File: src/hw/radio_defs.svh
// Board constants shared by the TX core blocks
// RB_SCLK_HALF sets the converter serial clock to pi_tx_clk / (2 * RB_SCLK_HALF)
`ifndef RADIO_DEFS_SVH
`define RADIO_DEFS_SVH

// Version bytes returned on miso during every frame
`define RB_VERSION_MAJOR 8'd71
`define RB_VERSION_MINOR 8'd1

// Command frame length in SPI clocks
`define RB_FRAME_BITS 48

// Command address forwarded as a raw converter write
`define RB_CODEC_CMD_ADDR 6'h3C
// Converter register selecting TX or RX
`define RB_TXEN_REG 8'h0E

// Clock cycles per half period of the converter serial clock
`define RB_SCLK_HALF 2

`endif

File: src/hw/radio_pkg.sv
// Shared types of the TX core
// Widths here must agree with the frame layout in radio_defs.svh
`default_nettype none

package radio_pkg;

  // Command frame fields
  typedef logic [5:0]  cmd_addr_t;
  typedef logic [31:0] cmd_data_t;

  // Converter control word, register address high, value low
  typedef logic [15:0] ctrl_word_t;

  // TX sample stream
  typedef logic [3:0]  nibble_t;
  typedef logic [31:0] iq_word_t;

  // Control port serializer
  typedef enum logic [1:0] {IDLE, SHIFT, DONE} ser_state_t;

  // PTT sequencing, write states sit between the two stable states
  typedef enum logic [1:0] {RX, WR_TX, TX, WR_RX} ptt_state_t;

endpackage

`default_nettype wire

File: src/hw/spi_cmd_slave.sv
// SPI mode 0 command port on pi_spi_ce[0], ce[1] belongs to another slave
// pi_spi_sck must run at no more than one eighth of pi_tx_clk
`default_nettype none
`include "radio_defs.svh"

module spi_cmd_slave (
  input  wire                    pi_tx_clk,
  input  wire                    rst_n,
  input  wire                    pi_spi_sck,
  input  wire                    pi_spi_mosi,
  input  wire  [1:0]             pi_spi_ce,
  output logic                   pi_spi_miso,
  output logic                   run,
  output logic                   ptt,
  output logic                   host_req,
  output radio_pkg::ctrl_word_t  host_word,
  input  wire                    host_done
);

  localparam logic [`RB_FRAME_BITS-1:0] VERSION_WORD =
    {32'h0, `RB_VERSION_MAJOR, `RB_VERSION_MINOR};

  // Stage 0 newest, stage 1 synchronized, stage 2 previous
  logic [2:0] sck_pipe;
  logic [2:0] ce_pipe;
  logic [1:0] mosi_pipe;
  logic       sck_rise;
  logic       sck_fall;
  logic       ce_rise;

  logic [`RB_FRAME_BITS-1:0] rx_shift;
  logic [`RB_FRAME_BITS-1:0] tx_shift;
  logic [6:0]                bit_cnt;
  logic                      accept_q;
  logic                      cmd_strobe;
  radio_pkg::cmd_addr_t      cmd_addr;
  radio_pkg::cmd_data_t      cmd_data;

  assign sck_rise = sck_pipe[1] & ~sck_pipe[2];
  assign sck_fall = ~sck_pipe[1] & sck_pipe[2];
  assign ce_rise  = ce_pipe[1] & ~ce_pipe[2];

  // Frame fields, stable while ce stays high
  assign cmd_addr = rx_shift[38:33];
  assign cmd_data = rx_shift[31:0];

  // Idle high while deselected
  assign pi_spi_miso = ce_pipe[1] ? 1'b1 : tx_shift[`RB_FRAME_BITS-1];

  // ------------------------------
  // Synchronizers and bit counter
  // ------------------------------
  always_ff @(posedge pi_tx_clk or negedge rst_n) begin
    if (!rst_n) begin
      sck_pipe   <= '0;
      ce_pipe    <= '1;
      mosi_pipe  <= '0;
      bit_cnt    <= '0;
      accept_q   <= 1'b0;
      cmd_strobe <= 1'b0;
    end else begin
      sck_pipe  <= {sck_pipe[1:0], pi_spi_sck};
      ce_pipe   <= {ce_pipe[1:0], pi_spi_ce[0]};
      mosi_pipe <= {mosi_pipe[0], pi_spi_mosi};
      // Only an exact frame length is accepted
      accept_q   <= ce_rise && (bit_cnt == 7'(`RB_FRAME_BITS));
      cmd_strobe <= accept_q;
      if (ce_pipe[1]) begin
        bit_cnt <= '0;
      end else if (sck_rise && bit_cnt != 7'h7f) begin
        // Saturates so long frames never wrap back to 48
        bit_cnt <= bit_cnt + 7'd1;
      end
    end
  end

  // Shift registers, MSB first both ways
  always_ff @(posedge pi_tx_clk) begin
    if (!ce_pipe[1] && sck_rise) begin
      rx_shift <= {rx_shift[`RB_FRAME_BITS-2:0], mosi_pipe[1]};
    end
    if (ce_pipe[1]) begin
      tx_shift <= VERSION_WORD;
    end else if (sck_fall) begin
      tx_shift <= {tx_shift[`RB_FRAME_BITS-2:0], 1'b0};
    end
  end

  // ------------------------------
  // Command decode
  // ------------------------------
  always_ff @(posedge pi_tx_clk or negedge rst_n) begin
    if (!rst_n) begin
      run      <= 1'b0;
      ptt      <= 1'b0;
      host_req <= 1'b0;
    end else begin
      if (cmd_strobe) begin
        run <= rx_shift[40];
        ptt <= rx_shift[32];
      end
      // Codec frames are dropped while a write is still pending
      if (host_done) begin
        host_req <= 1'b0;
      end else if (cmd_strobe && cmd_addr == `RB_CODEC_CMD_ADDR && !host_req) begin
        host_req <= 1'b1;
      end
    end
  end

  always_ff @(posedge pi_tx_clk) begin
    if (cmd_strobe && cmd_addr == `RB_CODEC_CMD_ADDR && !host_req) begin
      host_word <= cmd_data[15:0];
    end
  end

endmodule

`default_nettype wire

File: src/hw/tx_stream_packer.sv
// One nibble per pi_tx_clk, captured on the falling edge while run is high
// Dropping run discards the partial word and restarts the frame count
`default_nettype none

module tx_stream_packer (
  input  wire                  pi_tx_clk,
  input  wire                  rst_n,
  input  wire  [3:0]           pi_tx_data,
  input  wire                  run,
  output radio_pkg::iq_word_t  tx_word,
  output logic                 tx_word_valid,
  output logic                 tx_frame_last
);

  radio_pkg::nibble_t nib_fall;
  logic               nib_fall_vld;
  logic [2:0]         nib_cnt;
  logic [1:0]         word_cnt;
  // First seven nibbles of the current word
  logic [27:0]        word_acc;

  // Falling edge capture
  always_ff @(negedge pi_tx_clk or negedge rst_n) begin
    if (!rst_n) begin
      nib_fall_vld <= 1'b0;
    end else begin
      nib_fall_vld <= run;
    end
  end

  always_ff @(negedge pi_tx_clk) begin
    nib_fall <= pi_tx_data;
  end

  // ------------------------------
  // Counters and word strobe
  // ------------------------------
  always_ff @(posedge pi_tx_clk or negedge rst_n) begin
    if (!rst_n) begin
      nib_cnt       <= '0;
      word_cnt      <= '0;
      tx_word_valid <= 1'b0;
      tx_frame_last <= 1'b0;
    end else begin
      tx_word_valid <= 1'b0;
      if (!run) begin
        nib_cnt  <= '0;
        word_cnt <= '0;
      end else if (nib_fall_vld) begin
        nib_cnt <= nib_cnt + 3'd1;
        if (nib_cnt == 3'd7) begin
          tx_word_valid <= 1'b1;
          // Every fourth word closes a frame
          tx_frame_last <= (word_cnt == 2'd3);
          word_cnt      <= word_cnt + 2'd1;
        end
      end
    end
  end

  // Nibble n lands in bits 4n+3..4n, low nibble and low byte first
  always_ff @(posedge pi_tx_clk) begin
    if (run && nib_fall_vld) begin
      if (nib_cnt == 3'd7) begin
        tx_word <= {nib_fall, word_acc};
      end else begin
        word_acc[{nib_cnt, 2'b00} +: 4] <= nib_fall;
      end
    end
  end

endmodule

`default_nettype wire

File: src/hw/ptt_sequencer.sv
// Keys the PA only after the converter is in TX, unkeys before going back
// Requested state is run AND ptt, sampled every cycle
`default_nettype none
`include "radio_defs.svh"

module ptt_sequencer (
  input  wire                    pi_tx_clk,
  input  wire                    rst_n,
  input  wire                    run,
  input  wire                    ptt,
  output logic                   ptt_req,
  output radio_pkg::ctrl_word_t  ptt_word,
  input  wire                    ptt_done,
  output logic                   io_ptt_out
);

  radio_pkg::ptt_state_t state;
  logic                  want_tx;

  assign want_tx = run & ptt;

  // Request held for the whole write state
  assign ptt_req  = (state == radio_pkg::WR_TX) || (state == radio_pkg::WR_RX);
  // Value 01 selects TX, 00 selects RX
  assign ptt_word = {`RB_TXEN_REG, 7'd0, state == radio_pkg::WR_TX};

  // ------------------------------
  // Sequencing FSM
  // ------------------------------
  always_ff @(posedge pi_tx_clk or negedge rst_n) begin
    if (!rst_n) begin
      state      <= radio_pkg::RX;
      io_ptt_out <= 1'b0;
    end else begin
      case (state)
        radio_pkg::RX: begin
          if (want_tx) begin
            state <= radio_pkg::WR_TX;
          end
        end
        radio_pkg::WR_TX: begin
          // PA keyed in the cycle after the TX write completes
          if (ptt_done) begin
            state      <= radio_pkg::TX;
            io_ptt_out <= 1'b1;
          end
        end
        radio_pkg::TX: begin
          // Unkey together with the RX write request
          if (!want_tx) begin
            state      <= radio_pkg::WR_RX;
            io_ptt_out <= 1'b0;
          end
        end
        radio_pkg::WR_RX: begin
          if (ptt_done) begin
            state <= radio_pkg::RX;
          end
        end
        default: begin
          state      <= radio_pkg::RX;
          io_ptt_out <= 1'b0;
        end
      endcase
    end
  end

endmodule

`default_nettype wire

File: src/hw/ctrl_port_arbiter.sv
// Fixed priority, ptt over host, one write in flight at a time
// Requesters hold their level request until their done pulse
`default_nettype none

module ctrl_port_arbiter (
  input  wire                    pi_tx_clk,
  input  wire                    rst_n,
  input  wire                    ptt_req,
  input  wire                    host_req,
  input  radio_pkg::ctrl_word_t  ptt_word,
  input  radio_pkg::ctrl_word_t  host_word,
  output logic                   ptt_done,
  output logic                   host_done,
  output logic                   ser_start,
  output radio_pkg::ctrl_word_t  ser_word,
  input  wire                    ser_done
);

  logic busy;
  // High when the ptt sequencer owns the port
  logic owner_ptt;

  // Done goes back only to the current owner
  assign ptt_done  = ser_done & busy & owner_ptt;
  assign host_done = ser_done & busy & ~owner_ptt;

  // ------------------------------
  // Grant
  // ------------------------------
  always_ff @(posedge pi_tx_clk or negedge rst_n) begin
    if (!rst_n) begin
      busy      <= 1'b0;
      owner_ptt <= 1'b0;
      ser_start <= 1'b0;
    end else begin
      ser_start <= 1'b0;
      if (busy) begin
        // Port stays closed until the serializer finishes
        if (ser_done) begin
          busy <= 1'b0;
        end
      end else if (ptt_req) begin
        busy      <= 1'b1;
        owner_ptt <= 1'b1;
        ser_start <= 1'b1;
      end else if (host_req) begin
        busy      <= 1'b1;
        owner_ptt <= 1'b0;
        ser_start <= 1'b1;
      end
    end
  end

  // Word follows the same priority, frozen while busy
  always_ff @(posedge pi_tx_clk) begin
    if (!busy) begin
      ser_word <= ptt_req ? ptt_word : host_word;
    end
  end

endmodule

`default_nettype wire

File: src/hw/ad9866_ctrl_serializer.sv
// 16-bit write, MSB first; sen_n low for 64 cycles with RB_SCLK_HALF of 2
// Start to done spans 66 cycles counting both; ser_start is ignored while busy
`default_nettype none
`include "radio_defs.svh"

module ad9866_ctrl_serializer (
  input  wire                    pi_tx_clk,
  input  wire                    rst_n,
  input  wire                    ser_start,
  input  radio_pkg::ctrl_word_t  ser_word,
  output logic                   ser_done,
  output logic                   rffe_ad9866_sclk,
  output logic                   rffe_ad9866_sdio,
  output logic                   rffe_ad9866_sen_n
);

  localparam int DIV_RISE = `RB_SCLK_HALF - 1;
  localparam int DIV_LAST = 2 * `RB_SCLK_HALF - 1;

  radio_pkg::ser_state_t state;
  logic [3:0]            div;
  logic [3:0]            bit_cnt;
  // Bits still to send, next one at the top
  logic [15:0]           shreg;

  // Done cycle is also the first cycle with sen_n high again
  assign ser_done = (state == radio_pkg::DONE);

  // ------------------------------
  // Serial FSM
  // ------------------------------
  always_ff @(posedge pi_tx_clk or negedge rst_n) begin
    if (!rst_n) begin
      state             <= radio_pkg::IDLE;
      div               <= '0;
      bit_cnt           <= '0;
      rffe_ad9866_sclk  <= 1'b0;
      rffe_ad9866_sdio  <= 1'b0;
      rffe_ad9866_sen_n <= 1'b1;
    end else begin
      case (state)
        radio_pkg::IDLE: begin
          if (ser_start) begin
            state             <= radio_pkg::SHIFT;
            div               <= '0;
            bit_cnt           <= '0;
            rffe_ad9866_sen_n <= 1'b0;
            rffe_ad9866_sdio  <= ser_word[15];
          end
        end
        radio_pkg::SHIFT: begin
          div <= div + 4'd1;
          if (div == 4'(DIV_RISE)) begin
            rffe_ad9866_sclk <= 1'b1;
          end
          // End of high phase, next bit goes out with sclk low
          if (div == 4'(DIV_LAST)) begin
            div              <= '0;
            rffe_ad9866_sclk <= 1'b0;
            if (bit_cnt == 4'd15) begin
              state             <= radio_pkg::DONE;
              rffe_ad9866_sen_n <= 1'b1;
            end else begin
              bit_cnt          <= bit_cnt + 4'd1;
              rffe_ad9866_sdio <= shreg[15];
            end
          end
        end
        default: begin
          state <= radio_pkg::IDLE;
        end
      endcase
    end
  end

  always_ff @(posedge pi_tx_clk) begin
    if (state == radio_pkg::IDLE && ser_start) begin
      shreg <= {ser_word[14:0], 1'b0};
    end else if (state == radio_pkg::SHIFT && div == 4'(DIV_LAST)) begin
      shreg <= {shreg[14:0], 1'b0};
    end
  end

endmodule

`default_nettype wire

File: src/hw/radioberry_tx_core.sv
// Single clock TX core, everything on pi_tx_clk
// No PLL, no RX path; pi_spi_ce[1] is left to another slave
`default_nettype none

module radioberry_tx_core (
  input  wire                  pi_tx_clk,
  input  wire                  rst_n,
  input  wire                  pi_spi_sck,
  input  wire                  pi_spi_mosi,
  input  wire  [1:0]           pi_spi_ce,
  output logic                 pi_spi_miso,
  input  wire  [3:0]           pi_tx_data,
  output radio_pkg::iq_word_t  tx_word,
  output logic                 tx_word_valid,
  output logic                 tx_frame_last,
  output logic                 rffe_ad9866_sclk,
  output logic                 rffe_ad9866_sdio,
  output logic                 rffe_ad9866_sen_n,
  output logic                 io_ptt_out
);

  // Command decode outputs
  logic                  run;
  logic                  ptt;
  // Control port requesters
  logic                  host_req;
  logic                  host_done;
  radio_pkg::ctrl_word_t host_word;
  logic                  ptt_req;
  logic                  ptt_done;
  radio_pkg::ctrl_word_t ptt_word;
  // Arbiter to serializer
  logic                  ser_start;
  logic                  ser_done;
  radio_pkg::ctrl_word_t ser_word;

  spi_cmd_slave i_spi_cmd_slave (
    .pi_tx_clk, .rst_n, .pi_spi_sck, .pi_spi_mosi, .pi_spi_ce, .pi_spi_miso,
    .run, .ptt, .host_req, .host_word, .host_done
  );

  tx_stream_packer i_tx_stream_packer (
    .pi_tx_clk, .rst_n, .pi_tx_data, .run, .tx_word, .tx_word_valid, .tx_frame_last
  );

  ptt_sequencer i_ptt_sequencer (
    .pi_tx_clk, .rst_n, .run, .ptt, .ptt_req, .ptt_word, .ptt_done, .io_ptt_out
  );

  ctrl_port_arbiter i_ctrl_port_arbiter (
    .pi_tx_clk, .rst_n, .ptt_req, .host_req, .ptt_word, .host_word,
    .ptt_done, .host_done, .ser_start, .ser_word, .ser_done
  );

  ad9866_ctrl_serializer i_ad9866_ctrl_serializer (
    .pi_tx_clk, .rst_n, .ser_start, .ser_word, .ser_done,
    .rffe_ad9866_sclk, .rffe_ad9866_sdio, .rffe_ad9866_sen_n
  );

endmodule

`default_nettype wire

File: config.mk
export PLATFORM = sky130hd
export DESIGN_NAME = radioberry_tx_core
export DESIGN_NICKNAME = d
export VERILOG_FILES = /design/src/hw/radio_pkg.sv /design/src/hw/spi_cmd_slave.sv /design/src/hw/tx_stream_packer.sv /design/src/hw/ptt_sequencer.sv /design/src/hw/ctrl_port_arbiter.sv /design/src/hw/ad9866_ctrl_serializer.sv /design/src/hw/radioberry_tx_core.sv
export VERILOG_INCLUDE_DIRS = /design/src /design/src/hw
export SDC_FILE = /design/constraint.sdc
export NUM_CORES = 1
export LEC_CHECK = 0
export BUFFER_PORTS_ARGS = -buffer_cell sky130_fd_sc_hd__buf_2
export CAP_MARGIN = 40
export CORE_UTILIZATION = 40
export DETAILED_ROUTE_END_ITERATION = 16
export MAX_ROUTING_LAYER = met4
export PLACE_DENSITY = 0.66
export SLEW_MARGIN = 20
export SYNTH_ARGS = -nofsm -noshare
export SYNTH_HDL_FRONTEND = slang
export SYNTH_SLANG_ARGS = --single-unit
export TNS_END_PERCENT = 50
File: constraint.sdc
create_clock -name pi_tx_clk -period 3.56 [get_ports pi_tx_clk]
set_clock_uncertainty 0.1 [all_clocks]
set_input_delay 0.356 -clock pi_tx_clk [delete_from_list [all_inputs] [get_ports pi_tx_clk]]
set_output_delay 0.356 -clock pi_tx_clk [all_outputs]
set_load 0.005 [all_outputs]
==> flow_summary.toml <==
[timing]
slew_headroom = 0.516
whs_ns = 0.248
max_slew.worst_pin.slew_ns = 0.726
fin_tns_setup_ns = 0
drv_slew = 0
rsz0062_at_grt = "no"
hold_viol = 0
setup_viol = 0

[floorplan]
design.core.area_um2 = 22000
die_y_um = 153
start_util = 0.412
num_rows = 54
die_width_um = 153
die-area_um2 = 23300
pin_count = 49

[layout]
layout_common_cells = "nand2_1, edfxtp_1, a21oi_1"
drive_gt1_frac = 0.158
nets = 778
num_antenna_cells = 0
layout_commonest_cell = "nand2_1"
syn_to_final_growth_pct = 16.4

[pwr]
power_switching_mw = 1.11
p_int_mw = 4.60
sw_frac_of_total = 0.194
power_mw = 5.72
p_per_area_nw_per_um2 = 542
seq_power_share = 0.536
comb_power_share = 0.013
clkPwrFrac = 0.451
ir_drop_mv = 0.361
p_leak_nw = 3.75

[cts]
cts_tree = "built"
clock-root-buffer = "clkbuf_16"
clock_latency_ns = 0.57
numCtsBuffers = 26
htree_levels = 1
clk_path_buf_depth = 3
numClockSinks = 247
post_cts_buffers = 0
clk_pin_slew_ns = 0.06

[global_routing]
grt_max_degree = 48
track_usage = 0.125
antenna_found_initial = 0
overflow = 0
grt_first_pass_wirelength_mm = 23.4
grt_pass1_vias = 4724

[drt]
routed_wl_mm = 13.8
drt_pass1_iterations = 10
post_drt_via_cell_ratio = 4.77
drt-initial-drc-count = 339
drc = 8
antenna_left = 0
vias = 5017
post_drt_wl_per_cell_um = 13.1

[hold_path]
hold_path_depth = 0
hold_path_end = "i_spi_cmd_slave.sck_pipe[1]$_DFF_PN0_"
hold_start = "i_spi_cmd_slave.sck_pipe[0]$_DFF_PN0_"
min_path_type = "reg -> reg"

[placement]
hpwl_mm = 8.54
port_buffers = 47
place.gp.congestion = 0.803

[synth]
syn_inst = 682
synth_fp_nets = 707
yosysSeqAreaShare = 0.735
synth_seq_cells = 247
avgSynthCellArea_um2 = 13.3
synth-main-ff-cell = "edfxtp_1"
postSynth.asyncResetShare = 0.190
netlist_area_um2 = 9070
yosys_warnings = 0
ys_types = 57
synth_edf_count = 148

[setup_path]
reg2reg_from = "i_tx_stream_packer.nib_fall_vld$_DFF_NN0_"
worstPathRequired_ns = 3.65
crit_arrival_ns = 3.44
reg2reg_to = "i_tx_stream_packer.word_acc[22]$_DFFE_PP_"
cp-start-kind = "register"
rrSetupSlack_ns = 0.22
end_kind = "register"
rr_worst_depth = 3
path_max_fanout = 4
path_class = "reg -> reg"

[outcome]
violations = "DRC"
outcome = "finished with violations"

[flow_run]
maxCapViolations = 0
cell families (layout without fill, tap and decap cells):
group | count (synthesis) | in the layout | share of synthesized area
buffers and inverters | 45 | 134 | 0.0208
multiplexers | 14 | 14 | 0.0164
XOR/XNOR | 2 | 2 | 0.00193
flip-flops | 247 | 247 | 0.735
adder cells (fa/ha/maj) | 15 | 15 | 0.0207
AND/OR/NAND/NOR | 275 | 275 | 0.149
AO/OA/AOI/OAI | 84 | 84 | 0.0562
final cells by class:
class                   instances  area [µm²]
inverters                      16        60.1
clock buffers                  34         724
fillers                      1915       11500
repair buffers                 68         410
flip-flops and latches        247        6670
clock inverters                16         120
multi-input cells             390        2220
well taps                     280         350
power by group through the flow:
stage               Clock, mW  Sequential (mW)  Combinational [mW]
floorplan             0.00875             3.11              0.0454
global placement      0.00875             3.12              0.0703
detailed placement    0.00875             3.12              0.0707
CTS                      2.66             3.07              0.0741
global route             2.76             3.07              0.0807
finish                   2.58             3.06              0.0718
metrics by stage:
stage               setup WS (ns)  area (µm²)  utilization  cells
floorplan                  0.0732        9070            -    682
CTS                         0.230       10500        0.478   1050
finish                      0.216       10600        0.479   1051
detailed placement          0.217        9660        0.438    997
global route                0.145       10600        0.479   1051
global placement            0.236        9660        0.438    997
layer usage:
layer / share of wire / vias up / wire length (µm) / global-route usage
met5: 0 / - / 0 / -
met1: 0.49 / 2374 / 6770 / 0.174
met4: 0.026 / 0 / 359 / 0.0447
met2: 0.44 / 78 / 6110 / 0.185
met3: 0.040 / 30 / 556 / 0.0230
li1: - / 2535 / - / -
worst max-delay path: stages (launching register included):
cell and delay [ns]:
dfrtn_1 0.41, nand3b_1 0.10, or3_1 0.36, nor2_1 0.28
worst max path at each step:
stage                                              endpoint  depth (start not counted)                                       from  slack [ns]
3_5_place_dp      i_tx_stream_packer.word_acc[20]$_DFFE_PP_                          3  i_tx_stream_packer.nib_fall_vld$_DFF_NN0_        0.22
2_1_floorplan  i_tx_stream_packer.tx_frame_last$_DFFE_PN0P_                          3  i_tx_stream_packer.nib_fall_vld$_DFF_NN0_        0.07
5_1_grt            i_tx_stream_packer.word_acc[4]$_DFFE_PP_                          3  i_tx_stream_packer.nib_fall_vld$_DFF_NN0_        0.14
6_report          i_tx_stream_packer.word_acc[22]$_DFFE_PP_                          3  i_tx_stream_packer.nib_fall_vld$_DFF_NN0_        0.22
4_1_cts            i_tx_stream_packer.word_acc[4]$_DFFE_PP_                          3  i_tx_stream_packer.nib_fall_vld$_DFF_NN0_        0.23
3_3_place_gp       i_tx_stream_packer.word_acc[4]$_DFFE_PP_                          3  i_tx_stream_packer.nib_fall_vld$_DFF_NN0_        0.24
state kept, by name, indices dropped and copies added, names as in the netlist, 7 cells and up:
signal,cells
i_spi_cmd_slave.tx_shift,48
i_spi_cmd_slave.host_word,16
i_spi_cmd_slave.rx_shift,41
i_ctrl_port_arbiter.ser_word,16
i_ad9866_ctrl_serializer.shreg,15
i_tx_stream_packer.word_acc,28
i_spi_cmd_slave.bit_cnt,7
i_tx_stream_packer.tx_word,32
Yosys cell counts (3+ instances only):
cell      count  area share
clkbuf_1     12      0.0050
dfstp_2       4       0.012
nor2_1       19      0.0079
ha_1         15       0.021
and4b_1       3      0.0033
buf_2        16      0.0088
nor3_1        6      0.0033
nand3_1       9      0.0050
o22ai_1       3      0.0021
nand2_1     151       0.063
dfxtp_1      52        0.11
nand3b_1      6      0.0050
mux2_2        7      0.0087
nor4_1        4      0.0028
edfxtp_1    148        0.49
nor4b_1       3      0.0029
mux2i_1       7      0.0077
a21oi_1      53       0.029
nor2b_1       7      0.0048
dfrtp_1      42        0.12
inv_1        17      0.0070
a21boi_0      3      0.0025
and3_1        4      0.0028
and2_1       33       0.023
or3_1         5      0.0035
nand2b_1      8      0.0055
nor3b_1       4      0.0033
o21ai_0       7      0.0039
timing repair:
| item | CTS | global route |
|---|---|---|
| gates resized for setup | 0 | 0 |
| hold endpoints to repair | 45 | 0 |
| hold buffers | 4 | 0 |
Note: power is estimated with default switching activity, not from simulation.
